--- config.mk ---
export PLATFORM = sky130hd
export DESIGN_NAME = lms_frontend_top
export DESIGN_NICKNAME = d
export VERILOG_FILES = /design/src/source/lms_frontend_pkg.sv /design/src/source/rx_iq_capture.sv /design/src/source/tx_iq_serializer.sv /design/src/source/spi_dev_router.sv /design/src/source/lms_frontend_top.sv
export SDC_FILE = /design/constraint.sdc
export NUM_CORES = 1
export LEC_CHECK = 0
export ABC_AREA = 1
export BUFFER_PORTS_ARGS = -buffer_cell sky130_fd_sc_hd__buf_2
export CAP_MARGIN = 20
export CORE_ASPECT_RATIO = 1.75
export CORE_MARGIN = 8
export CORE_UTILIZATION = 47
export CTS_CLUSTER_SIZE = 20
export DETAILED_ROUTE_END_ITERATION = 6
export PLACE_DENSITY = 0.76
export SYNTH_ARGS = -nofsm -noshare
export SYNTH_HDL_FRONTEND = slang
export SYNTH_SLANG_ARGS = --single-unit
--- constraint.sdc ---
create_clock -name lms_clk -period 1.7 [get_ports lms_clk]
set_clock_uncertainty 0.05 [all_clocks]
set_input_delay 0.085 -clock lms_clk [delete_from_list [all_inputs] [get_ports lms_clk]]
set_output_delay 0.085 -clock lms_clk [all_outputs]
set_load 0.02 [all_outputs]
--- src/source/lms_frontend_pkg.sv ---
package lms_frontend_pkg;

   // LMS ADC bus, one interleaved I/Q word per cycle
   localparam int ADC_W = 12;

   // Sample width the DSP core expects on receive
   // ADC word sits in the top bits, low bits are zero
   localparam int SAMPLE_W = 14;

   // LMS DAC bus, also the width of each transmit I and Q word
   localparam int DAC_W = 12;

   // Slaves on the shared SPI bus
   // Index 0 is the DAC, 1 is LMS1, 2 is LMS2
   localparam int NUM_SPI_DEV = 3;

   typedef logic [ADC_W-1:0]    adc_word_t;    // Raw ADC word
   typedef logic [SAMPLE_W-1:0] sample_t;      // Left-justified receive sample
   typedef logic [DAC_W-1:0]    dac_word_t;    // DAC word, I or Q

endpackage : lms_frontend_pkg

--- src/source/rx_iq_capture.sv ---
`timescale 1ns/1ps

module rx_iq_capture
(
   input  logic                        lms_clk,
   input  logic                        rst_n_i,
   input  logic                        iqsel_i,   // High while adc_d_i carries I
   input  lms_frontend_pkg::adc_word_t adc_d_i,
   output lms_frontend_pkg::sample_t   i_o,
   output lms_frontend_pkg::sample_t   q_o,
   output logic                        valid_o    // One-cycle strobe per pair
);

   import lms_frontend_pkg::*;

   adc_word_t i_pend;      // Last I seen, waits for its Q
   logic      i_held;
   logic      pair_done;   // This cycle's Q completes a pair
   logic      pair_s1;
   sample_t   i_s1;
   sample_t   q_s1;

   assign pair_done = ~iqsel_i & i_held;

   // Stage one control
   always_ff @(posedge lms_clk)
   begin
      if (!rst_n_i)
      begin
         i_held  <= 1'b0;
         pair_s1 <= 1'b0;
      end
      else
      begin
         // Any Q cycle leaves nothing held, orphan or not
         i_held  <= iqsel_i;
         pair_s1 <= pair_done;
      end
   end

   // Stage one data widened to the DSP sample width
   always_ff @(posedge lms_clk)
   begin
      if (iqsel_i)
         i_pend <= adc_d_i;   // Newer I replaces an unpaired one
      if (pair_done)
      begin
         i_s1 <= {i_pend, {(SAMPLE_W - ADC_W){1'b0}}};
         q_s1 <= {adc_d_i, {(SAMPLE_W - ADC_W){1'b0}}};
      end
   end

   // Stage two pair output register
   always_ff @(posedge lms_clk)
   begin
      if (!rst_n_i)
      begin
         i_o     <= '0;
         q_o     <= '0;
         valid_o <= 1'b0;
      end
      else
      begin
         valid_o <= pair_s1;
         if (pair_s1)
         begin
            i_o <= i_s1;
            q_o <= q_s1;   // Held until the next pair
         end
      end
   end

   // Completion clears the held I, so two pairs cannot finish back to back
   assert property (@(posedge lms_clk) disable iff (!rst_n_i)
      valid_o |=> !valid_o)
      else $error("rx_iq_capture: valid_o high on two consecutive cycles");

endmodule : rx_iq_capture

--- src/source/tx_iq_serializer.sv ---
`timescale 1ns/1ps

module tx_iq_serializer
(
   input  logic                        lms_clk,
   input  logic                        rst_n_i,
   input  logic                        valid_i,   // Pair strobe
   input  lms_frontend_pkg::dac_word_t i_i,
   input  lms_frontend_pkg::dac_word_t q_i,
   output lms_frontend_pkg::dac_word_t dac_d_o,
   output logic                        iqsel_o    // Low with I, high with Q
);

   import lms_frontend_pkg::*;

   dac_word_t q_hold;    // Q waits here while I is on the bus
   logic      q_phase;   // Next edge moves Q to the bus

   always_ff @(posedge lms_clk)
   begin
      if (valid_i)
         q_hold <= q_i;
   end

   // I goes straight out on the strobe edge, Q follows one edge later
   always_ff @(posedge lms_clk)
   begin
      if (!rst_n_i)
      begin
         dac_d_o <= '0;
         iqsel_o <= 1'b1;
         q_phase <= 1'b0;
      end
      else if (valid_i)
      begin
         dac_d_o <= i_i;
         iqsel_o <= 1'b0;
         q_phase <= 1'b1;
      end
      else if (q_phase)
      begin
         dac_d_o <= q_hold;
         iqsel_o <= 1'b1;
         q_phase <= 1'b0;
      end
      // Otherwise the bus keeps Q with select high
   end

   // A strobe on the Q edge would drop the pending Q
   assert property (@(posedge lms_clk) disable iff (!rst_n_i)
      valid_i |=> !valid_i)
      else $error("tx_iq_serializer: valid_i strobes closer than two cycles");

endmodule : tx_iq_serializer

--- src/source/spi_dev_router.sv ---
`timescale 1ns/1ps

module spi_dev_router
#(
   parameter int NUM_DEV = 1
)
(
   input  logic               lms_clk,      // Only samples the select check
   input  logic               rst_n_i,
   input  logic               sclk_i,       // From the SPI master
   input  logic               mosi_i,
   input  logic [NUM_DEV-1:0] sen_n_i,      // Active-low selects
   output logic               miso_o,
   output logic [NUM_DEV-1:0] dev_sclk_o,
   output logic [NUM_DEV-1:0] dev_mosi_o,
   input  logic [NUM_DEV-1:0] dev_miso_i
);

   logic [NUM_DEV-1:0] dev_sel;

   if (NUM_DEV < 1)
   begin : g_bad_count
      $error("spi_dev_router: NUM_DEV must be at least one");
   end

   assign dev_sel = ~sen_n_i;

   // Unselected devices see a quiet bus
   assign dev_sclk_o = dev_sel & {NUM_DEV{sclk_i}};
   assign dev_mosi_o = dev_sel & {NUM_DEV{mosi_i}};

   // Returns from deselected devices are masked off
   assign miso_o = |(dev_sel & dev_miso_i);

   // Two active selects would short their MISO returns together
   assert property (@(posedge lms_clk) disable iff (!rst_n_i)
      $onehot0(dev_sel))
      else $error("spi_dev_router: more than one SPI select active");

endmodule : spi_dev_router

--- src/source/lms_frontend_top.sv ---
`timescale 1ns/1ps

module lms_frontend_top
(
   input  logic                                        lms_clk,
   input  logic                                        rst_n_i,

   // Receive channel 1
   input  logic                                        rx1_iqsel_i,
   input  lms_frontend_pkg::adc_word_t                 rx1_d_i,
   output lms_frontend_pkg::sample_t                   rx1_i_o,
   output lms_frontend_pkg::sample_t                   rx1_q_o,
   output logic                                        rx1_valid_o,

   // Receive channel 2
   input  logic                                        rx2_iqsel_i,
   input  lms_frontend_pkg::adc_word_t                 rx2_d_i,
   output lms_frontend_pkg::sample_t                   rx2_i_o,
   output lms_frontend_pkg::sample_t                   rx2_q_o,
   output logic                                        rx2_valid_o,

   // Transmit channel 1
   input  logic                                        tx1_valid_i,
   input  lms_frontend_pkg::dac_word_t                 tx1_i_i,
   input  lms_frontend_pkg::dac_word_t                 tx1_q_i,
   output lms_frontend_pkg::dac_word_t                 tx1_d_o,
   output logic                                        tx1_iqsel_o,

   // Transmit channel 2
   input  logic                                        tx2_valid_i,
   input  lms_frontend_pkg::dac_word_t                 tx2_i_i,
   input  lms_frontend_pkg::dac_word_t                 tx2_q_i,
   output lms_frontend_pkg::dac_word_t                 tx2_d_o,
   output logic                                        tx2_iqsel_o,

   // SPI master side, then one bit per device (DAC, LMS1, LMS2)
   input  logic                                        spi_sclk_i,
   input  logic                                        spi_mosi_i,
   input  logic [lms_frontend_pkg::NUM_SPI_DEV-1:0]    spi_sen_n_i,
   output logic                                        spi_miso_o,
   output logic [lms_frontend_pkg::NUM_SPI_DEV-1:0]    dev_sclk_o,
   output logic [lms_frontend_pkg::NUM_SPI_DEV-1:0]    dev_mosi_o,
   input  logic [lms_frontend_pkg::NUM_SPI_DEV-1:0]    dev_miso_i
);

   import lms_frontend_pkg::*;

   // ADC capture, one per LMS receive channel
   rx_iq_capture rx1
   (
      .lms_clk (lms_clk),
      .rst_n_i (rst_n_i),
      .iqsel_i (rx1_iqsel_i),
      .adc_d_i (rx1_d_i),
      .i_o     (rx1_i_o),
      .q_o     (rx1_q_o),
      .valid_o (rx1_valid_o)
   );

   rx_iq_capture rx2
   (
      .lms_clk (lms_clk),
      .rst_n_i (rst_n_i),
      .iqsel_i (rx2_iqsel_i),
      .adc_d_i (rx2_d_i),
      .i_o     (rx2_i_o),
      .q_o     (rx2_q_o),
      .valid_o (rx2_valid_o)
   );

   // DAC serializers
   tx_iq_serializer tx1
   (
      .lms_clk (lms_clk),
      .rst_n_i (rst_n_i),
      .valid_i (tx1_valid_i),
      .i_i     (tx1_i_i),
      .q_i     (tx1_q_i),
      .dac_d_o (tx1_d_o),
      .iqsel_o (tx1_iqsel_o)
   );

   tx_iq_serializer tx2
   (
      .lms_clk (lms_clk),
      .rst_n_i (rst_n_i),
      .valid_i (tx2_valid_i),
      .i_i     (tx2_i_i),
      .q_i     (tx2_q_i),
      .dac_d_o (tx2_d_o),
      .iqsel_o (tx2_iqsel_o)
   );

   spi_dev_router
   #(
      .NUM_DEV (NUM_SPI_DEV)
   )
   spi0
   (
      .lms_clk    (lms_clk),
      .rst_n_i    (rst_n_i),
      .sclk_i     (spi_sclk_i),
      .mosi_i     (spi_mosi_i),
      .sen_n_i    (spi_sen_n_i),
      .miso_o     (spi_miso_o),
      .dev_sclk_o (dev_sclk_o),
      .dev_mosi_o (dev_mosi_o),
      .dev_miso_i (dev_miso_i)
   );

endmodule : lms_frontend_top

# Word-level counts from Yosys, hierarchy flattened
# Cells that the tools add are included.
totals:
  word_cells: 45
  out_inout_bits: 91
  input_bits: 86
  regBits: 178
op_classes:
  muxes: 10
  n_reduce_logical: 3
  bitwise: 8
ops:
  columns: ["cell", "n"]
  rows:
  - ["12-bit 2-to-1 mux", 4]
  - ["3-bit bitwise AND", 3]
  - ["1-bit 2-to-1 mux", 6]
  - ["2-bit nonzero test", 2]
  - ["3-bit NOT", 1]
  - ["3-bit OR reduction", 1]
  - ["1-bit bitwise AND", 2]
  - ["1-bit NOT", 2]

# Longest topological paths before layout
# Gate-level depths: netlist (run 1).
logic_depth:
  ltp_word: 3
  ltp_mapped: 6

# Modules after synthesis
# Synthesis (run 1) repeated with hierarchy kept, for this count alone.
hier_totals:
  cells_unflattened: 639
  area_unflattened_um2: 6533.8
modules_own_cells:
  columns: ["module", "n_inst", "area_each_um2", "cells_per_inst", "seq_area_each_um2"]
  rows:
  - ["rx_iq_capture", 2, 2180.8, 203, 1621.6]
  - ["tx_iq_serializer", 2, 1057.3, 109, 640.6]
  - ["spi_dev_router", 1, 57.6, 15, 0.0]

# Least setup slack after synthesis (run 1)
# No wires, ideal clock.
synth_path:
  path_kind: "register to register"
  from: "register rx1.i_held"
  to: "register rx1.i_s1[10], enable pin"
  path_slack_ps: -117
  t_arrival_ps: 1362
  setup_time_ps: 405
  path_buffers: 0
  path_stages_with_launch: 3
  path_cell_list: "dfxtp_1 -> inv_1 -> nor2_1"
synth_via:
  elab_chain_cells: 1
synth_lines:
  columns: ["item", "line_no", "rtl"]
  rows:
  - ["start: declaration", "rx_iq_capture.sv:17", "logic i_held;"]
  - ["start signal: assignment", "rx_iq_capture.sv:36", "i_held <= iqsel_i;"]
  - ["1-bit bitwise AND", "rx_iq_capture.sv:23", "assign pair_done = ~iqsel_i & i_held;"]
  - ["via rx1.pair_done", "rx_iq_capture.sv:18", "logic pair_done;"]
  - ["end signal: assignment", "rx_iq_capture.sv:48", "i_s1 <= {i_pend, {(SAMPLE_W - ADC_W){1'b0}}};"]
  - ["end: declaration", "rx_iq_capture.sv:20", "sample_t i_s1;"]
# The timed path passes the listed nets, and every way through them passes these cells.
# A chain may end at the register's enable or synchronous reset.

# Final worst setup path (run 1)
layout_path:
  from: "input port tx2_valid_i"
  to: "register tx2.dac_d_o[11]"
layout_via:
  elab_chain_cells: 1
  elab_cells_between_ends: 2
  classes_between: "1 x mux; 1 x reduce/logical"
layout_lines:
  columns: ["item", "line_no", "rtl"]
  rows:
  - ["start: declaration", "lms_frontend_top.sv:30", "input logic tx2_valid_i,"]
  - ["12-bit 2-to-1 mux / 2-bit nonzero test (equally long branches)", null, null]
  - ["end signal: assignment", "tx_iq_serializer.sv:36", "dac_d_o <= i_i;"]
  - ["end signal: assignment", "tx_iq_serializer.sv:42", "dac_d_o <= q_hold;"]
  - ["end: declaration", "tx_iq_serializer.sv:10", "output lms_frontend_pkg::dac_word_t dac_d_o,"]
# Several ways; a longest one is shown, not always the timed one.

==> flow_metrics.py, run 1 <==
metrics = {
    "status": {
        "outcome": "finished, final reports clean",
    },
    "sta": {
        "slew_violations": 0,
        "max_freq_ghz": 0.669,
        "hold-worst-slack_ps": 22.7,
        "finalHoldViolations": 0,
        "post-route-period-util_pct": 88.0,
        "max-slew-margin-rel_pct": 50.9,
        "fin_crit_ps": 1500,
        "finalSetupViolations": 0,
        "setup_tns_ps": 0,
        "worstMarginPinSlew_ps": 735,
        "rsz0062_at_grt": "no",
    },
    "synth": {
        "synth_top_area_share_pct": 45.1,
        "yosys.area_share.xor_xnor_pct": 0,
        "synth_seq_cells": 178,
        "yosys-top-cells-area": "edfxtp_1, dfxtp_1, nor2_1",
        "synth_top_cell_by_area": "edfxtp_1",
        "synth_fa_ha_area_share_pct": 0,
        "synth_top_family_by_area": "simple AND/OR/NAND/NOR gates",
        "synthSimpleGateAreaFrac_pct": 18.8,
        "synth.area.mux_share_pct": 0,
        "yosysUniqueCellTypes": 20,
        "synth_compound_area_share_pct": 4.03,
        "synth_area_um2": 6390,
        "synth_sequential_area_ratio_pct": 70.8,
        "synthCells": 543,
        "avgSynthCellArea_um2": 11.8,
        "yosysWarnings": 0,
    },
    "grt": {
        "grt_max_degree": 82,
        "grt_pass1_vias": 4941,
        "overflow": 0,
        "grt_pass1_wl_um": 24700,
        "antenna_found_initial": 0,
        "track_usage_pct": 17.4,
    },
    "place": {
        "place.gp.congestion": 0.779,
        "dp_hpwl_um": 10200,
        "io_buffers": 168,
    },
    "clock_tree": {
        "ctsResizeCount": 0,
        "ctsHoldBuffers": 74,
        "numCtsBuffers": 17,
        "cts_root_buf": "clkbuf_16",
        "post_cts_buffers": 0,
        "cts.sinks": 178,
        "cts_htree_levels": 4,
        "cts_max_path_buffers": 2,
        "clk_latency_ps": 420,
        "cts_tree": "yes",
        "clk_pin_slew_worst_paths_ps": 70,
    },
    "min_path": {
        "hold_path.class": "in -> reg",
    },
    "die": {
        "dieArea_um2": 17700,
        "die_w_um": 104,
        "start_util_pct": 47.8,
        "pin_count": 177,
        "rows": 56,
        "die_h_um": 170,
        "core-area_um2": 13400,
    },
    "final_layout": {
        "layout_common_cells": "buf_2, nor2_1, edfxtp_1",
        "mostFrequentLayoutCell": "buf_2",
        "nNetsFinal": 875,
        "drive_gt1_share_pct": 34.4,
        "area_growth_syn_to_layout_pct": 35.6,
    },
    "setup_path": {
        "cp_data_arrival_time_ps": 1800,
        "critPathSlowestCell": "nor2_2",
        "critPathBufInv": 3,
        "path_class": "in -> reg",
        "crit_fanout": 12,
        "crit_chain": "dlygate4sd3_1 -> buf_2 -> nor2_2 -> nand2_1 -> nand3_1 -> nand2_1 -> inv_1",
        "cp-start-kind": "input pin",
        "crit_path_end_kind": "flip-flop",
        "cp.required_ps": 2010,
        "crit_family": "simple AND/OR/NAND/NOR gates",
        "crit_path_max_incr_delay_ps": 600,
        "crit_top_cell": "nand2_1",
    },
    "detailed_routing": {
        "drt_iter0_drc": 222,
        "vias_per_cell": 4.82,
        "vias": 4713,
        "wirelength_um": 15600,
        "drcViolationCount": 0,
        "antenna_left": 0,
        "wire_per_inst_um": 15.9,
        "dr.pass1.iters": 4,
    },
    "power_and_ir_drop": {
        "max-vdd-ir-drop_uv": 666,
        "p_leak_nw": 4.05,
        "powerDensity_nw_per_um2": 1090,
    },
    "flow_run": {
        "maxCapViolations": 0,
    },
}
-- cell families (layout without fill, tap and decap cells) --
family,after synthesis,after routing
DFF,178,178
AOI/OAI and AO/OA,51,51
buffers and inverters,75,327
and+or+nand+nor,238,238
other,1,10
-- worst register-to-register path, delay by kind of cell (launching register included) --
| kind | cells | cell delay [ps] |
|---|---|---|
| buffers and inverters | 1 | 80 |
| DFF | 1 | 320 |
| and+or+nand+nor | 4 | 890 |
-- worst paths after layout --
kind	start	end	slack, ps	cells past startpoint
worst min register to register	rx1.i_pend[2]$_DFFE_PP_	rx1.i_s1[4]$_DFFE_PP_	370	0
worst max-delay path	tx2_valid_i	tx2.dac_d_o[11]$_SDFFE_PN0P_	200	7
worst min-delay path	rx2_iqsel_i	rx2.i_held$_SDFF_PN0_	20	3
worst max register to register	tx2.q_phase$_SDFF_PN0_	tx2.dac_d_o[11]$_SDFFE_PN0P_	320	5
-- state kept, by name (all words and copies together), names as in the netlist, 12 cells and up --
name         flops
rx1.q_o         12
rx2.q_s1        12
rx1.i_o         12
rx2.i_o         12
rx2.i_s1        12
rx1.i_pend      12
tx1.dac_d_o     12
tx2.dac_d_o     12
rx1.i_s1        12
rx1.q_s1        12
rx2.q_o         12
rx2.i_pend      12
tx2.q_hold      12
tx1.q_hold      12
-- routing by layer --
metal  track usage, %  up-vias  share of wire, %
met5                0        -                 0
met3             5.34       31               5.9
met4             7.98        0               2.5
li1                 -     2271                 -
met1             18.4     2221                38
met2             31.3      190                54
-- cells in the mapped netlist --
cell type and number:
inv_2 4, nand2_2 20, clkbuf_8 2, nor2_1 104, nor2_2 2, conb_1 1
o21ai_0 47, dfxtp_1 82, buf_2 12, buf_6 7, nand3_1 10, buf_4 9
o21ai_1 3, o211ai_1 1, inv_1 38, nand2_1 62, clkbuf_2 3, nand3_2 38
edfxtp_1 96, nor3_1 2
-- cell type report --
type                            count  area [µm²]
Timing Repair Buffer              253        1690
Inverter                           42         158
Antenna cell                        2        5.00
Sequential cell                   178        4520
Multi-Input combinational cell    297        1490
Fill cell                         945        4710
Clock buffer                       18         429
Tap cell                          174         218
Clock inverter                     14         155
-- report_power, final --
part	total, mW	internal (mW)	switching (mW)
combinational	0.826	0.348	0.478
sequential	4.86	4.76	0.0928
clock	3.78	1.98	1.80
-- stage by stage --
step	utilization [%]	setup slack, ps	total power [mW]	cells	cell area, µm²
2_1_floorplan	-	287	5.34	550	6420
3_3_place_gp	54.9	418	5.60	870	7340
3_5_place_dp	54.9	316	5.63	870	7340
4_1_cts	64.8	295	9.55	976	8670
5_1_grt	64.8	152	9.79	976	8670
6_report	64.8	205	9.47	978	8670
(Power assumes the default switching activity.)
==> inputs of run 2 (changes only) <==
--- a/config.mk
+++ b/config.mk
@@ -8,12 +8,14 @@
 export ABC_AREA = 1
 export BUFFER_PORTS_ARGS = -buffer_cell sky130_fd_sc_hd__buf_2
 export CAP_MARGIN = 20
+export CELL_PAD_IN_SITES_DETAIL_PLACEMENT = 1
+export CELL_PAD_IN_SITES_GLOBAL_PLACEMENT = 1
 export CORE_ASPECT_RATIO = 1.75
 export CORE_MARGIN = 8
-export CORE_UTILIZATION = 47
+export CORE_UTILIZATION = 36
 export CTS_CLUSTER_SIZE = 20
 export DETAILED_ROUTE_END_ITERATION = 6
-export PLACE_DENSITY = 0.76
+export PLACE_DENSITY_LB_ADDON = 0.1
 export SYNTH_ARGS = -nofsm -noshare
 export SYNTH_HDL_FRONTEND = slang
 export SYNTH_SLANG_ARGS = --single-unit
==> run 2 against run 1 <==
  * Power increased by 1.6%
  * Register-to-register slack improved by 30 ps
  * Non-clock buffer count increased by 4
  * Global-route usage decreased by 2.1 points
  * Cell count increased by 6.0%
  * Setup slack got worse by 3.7 ps
  * Count of clock-buffer cells in the layout unchanged
  * Core utilization decreased by 14 points
  * Combinational power increased by 1%
  * Flip-flop and latch count unchanged
  * First-iteration DRC count decreased by 41%
  * Wire length increased by 7.3%
==> flow_metrics.py, run 2 (synthesized netlist as in run 1, its figures left out) <==
metrics = {
    "setup_path": {
        "critPathBufInv": 3,
        "ff2ff_path_depth": 5,
        "startpoint": "tx1_valid_i",
        "rr_startpoint": "tx1.q_phase$_SDFF_PN0_",
        "crit_path_max_incr_delay_ps": 610,
        "crit_path_end_kind": "flip-flop",
        "r2r_setup_slack_ps": 350,
        "crit_fanout": 12,
        "cp_data_arrival_time_ps": 1820,
        "crit_end": "tx1.dac_d_o[11]$_SDFFE_PN0P_",
        "cp.required_ps": 2020,
        "path_class": "in -> reg",
        "crit_family": "simple AND/OR/NAND/NOR gates",
        "crit_top_cell": "nand2_1",
        "worst_r2r_endpoint": "tx1.dac_d_o[11]$_SDFFE_PN0P_",
        "crit_chain": "dlygate4sd3_1 -> buf_2 -> nor2_2 -> nand2_1 -> nand3_1 -> nand2_1 -> inv_1",
        "cp-start-kind": "input pin",
        "critPathSlowestCell": "nor2_2",
        "cp.depth": 7,
    },
    "final_layout": {
        "area_growth_syn_to_layout_pct": 37.5,
        "stdcell_area_um2": 8790,
        "layout_common_cells": "buf_2, nor2_1, edfxtp_1",
        "drive_gt1_share_pct": 34.2,
        "nNetsFinal": 879,
        "stdcell_count": 1037,
        "antenna_cells": 0,
        "mostFrequentLayoutCell": "buf_2",
        "utilization_pct": 50.4,
    },
    "grt": {
        "grt_max_degree": 34,
        "track_usage_pct": 15.3,
        "grt_pass1_vias": 5092,
        "overflow": 0,
        "antenna_found_initial": 0,
        "grt_pass1_wl_um": 26100,
    },
    "power_and_ir_drop": {
        "p_sw_mw": 2.19,
        "finalPower_mw": 9.62,
        "p_int_mw": 7.43,
        "p_seq_share_pct": 50.5,
        "p_comb_share_pct": 8.7,
        "p_leak_nw": 4.07,
        "powerDensity_nw_per_um2": 1090,
        "power_frac_clock_pct": 40.8,
        "swShare_pct": 22.8,
        "max-vdd-ir-drop_uv": 1430,
    },
    "sta": {
        "worst_slack_ps": 201,
        "fin_crit_ps": 1500,
        "slew_violations": 0,
        "worstMarginPinSlew_ps": 747,
        "setup_tns_ps": 0,
        "post-route-period-util_pct": 88.2,
        "rsz0062_at_grt": "no",
        "max_freq_ghz": 0.667,
        "max-slew-margin-rel_pct": 50.2,
        "finalSetupViolations": 0,
        "hold-worst-slack_ps": 81.4,
        "finalHoldViolations": 0,
    },
    "clock_tree": {
        "cts.sinks": 178,
        "numCtsBuffers": 17,
        "cts_htree_levels": 4,
        "clk_pin_slew_worst_paths_ps": 60,
        "cts_root_buf": "clkbuf_16",
        "cts_tree": "yes",
        "clk_latency_ps": 430,
        "cts_max_path_buffers": 2,
    },
    "place": {
        "place_area_um2": 7440,
        "dpl.cell_count": 929,
        "dp_slack_ps": 299,
        "io_buffers": 168,
        "place.gp.congestion": 0.753,
        "dp_hpwl_um": 11300,
    },
    "detailed_routing": {
        "drcViolationCount": 0,
        "antenna_left": 0,
        "wirelength_um": 16700,
        "wire_per_inst_um": 16.1,
        "vias_per_cell": 4.51,
        "dr.pass1.iters": 4,
        "vias": 4678,
        "drt_iter0_drc": 130,
    },
    "die": {
        "die_w_um": 117,
        "start_util_pct": 36.6,
        "die_h_um": 192,
        "rows": 64,
        "core-area_um2": 17500,
        "dieArea_um2": 22400,
        "pin_count": 177,
    },
    "min_path": {
        "hold_path.class": "in -> reg",
        "hold_start": "rst_n_i",
    },
    "flow_run": {
        "maxCapViolations": 0,
    },
    "status": {
        "outcome": "finished, final reports clean",
    },
}
run 2: changes by cell type in the layout (fill, tap and decap cells not counted), sizes merged:
cell,change
buf,+2
dlygate4sd3,+2
clkinvlp,+3
bufinv,+3
clkinv,+3
inv,-9
diode,-2
run 2: final cells by class:
| class | instances | area (µm²) |
|---|---|---|
| clock buffers | 18 | 429 |
| flip-flops and latches | 178 | 4520 |
| multi-input cells | 297 | 1490 |
| inverters | 42 | 158 |
| clock inverters | 14 | 161 |
| fillers | 1941 | 8660 |
| well taps | 231 | 289 |
| repair buffers | 257 | 1740 |
run 2: how the worst min path moves through the flow:
stage | endpoint | slack [ps] | cells past startpoint
3_5_place_dp | tx2.q_hold[1]$_DFFE_PP_ | 210 | 1
3_3_place_gp | tx2.q_hold[5]$_DFFE_PP_ | 210 | 1
2_1_floorplan | rx1.pair_s1$_SDFF_PN0_ | 110 | 1
5_1_grt | rx1.valid_o$_SDFF_PN0_ | 120 | 3
4_1_cts | rx1.valid_o$_SDFF_PN0_ | 90 | 3
6_report | rx1.valid_o$_SDFF_PN0_ | 80 | 3
run 2: repair_timing:
action                    CTS  global route
gates resized for setup     0             0
hold buffers               76             0
hold endpoints to repair  108             0
setup buffers               0             0
run 2: power groups by stage:
stage          Clock (mW)  Combinational [mW]  Sequential, mW
2_1_floorplan           0               0.308            5.03
3_3_place_gp            0               0.692            4.95
3_5_place_dp            0               0.709            4.96
4_1_cts              4.03               0.850            4.86
5_1_grt              4.19               0.916            4.88
6_report             3.92               0.834            4.86
run 2: metal layers:
layer | part of all wire, % | GRT usage, %
met3 | 6.2 | 4.67
met1 | 38 | 15.4
met4 | 1.5 | 5.99
met2 | 54 | 28.3
met5 | 0 | 0
run 2: tightest hold or removal path, stage by stage:
cell and delay [ps]:
buf_2 260, nand2_1 130, inv_1 40
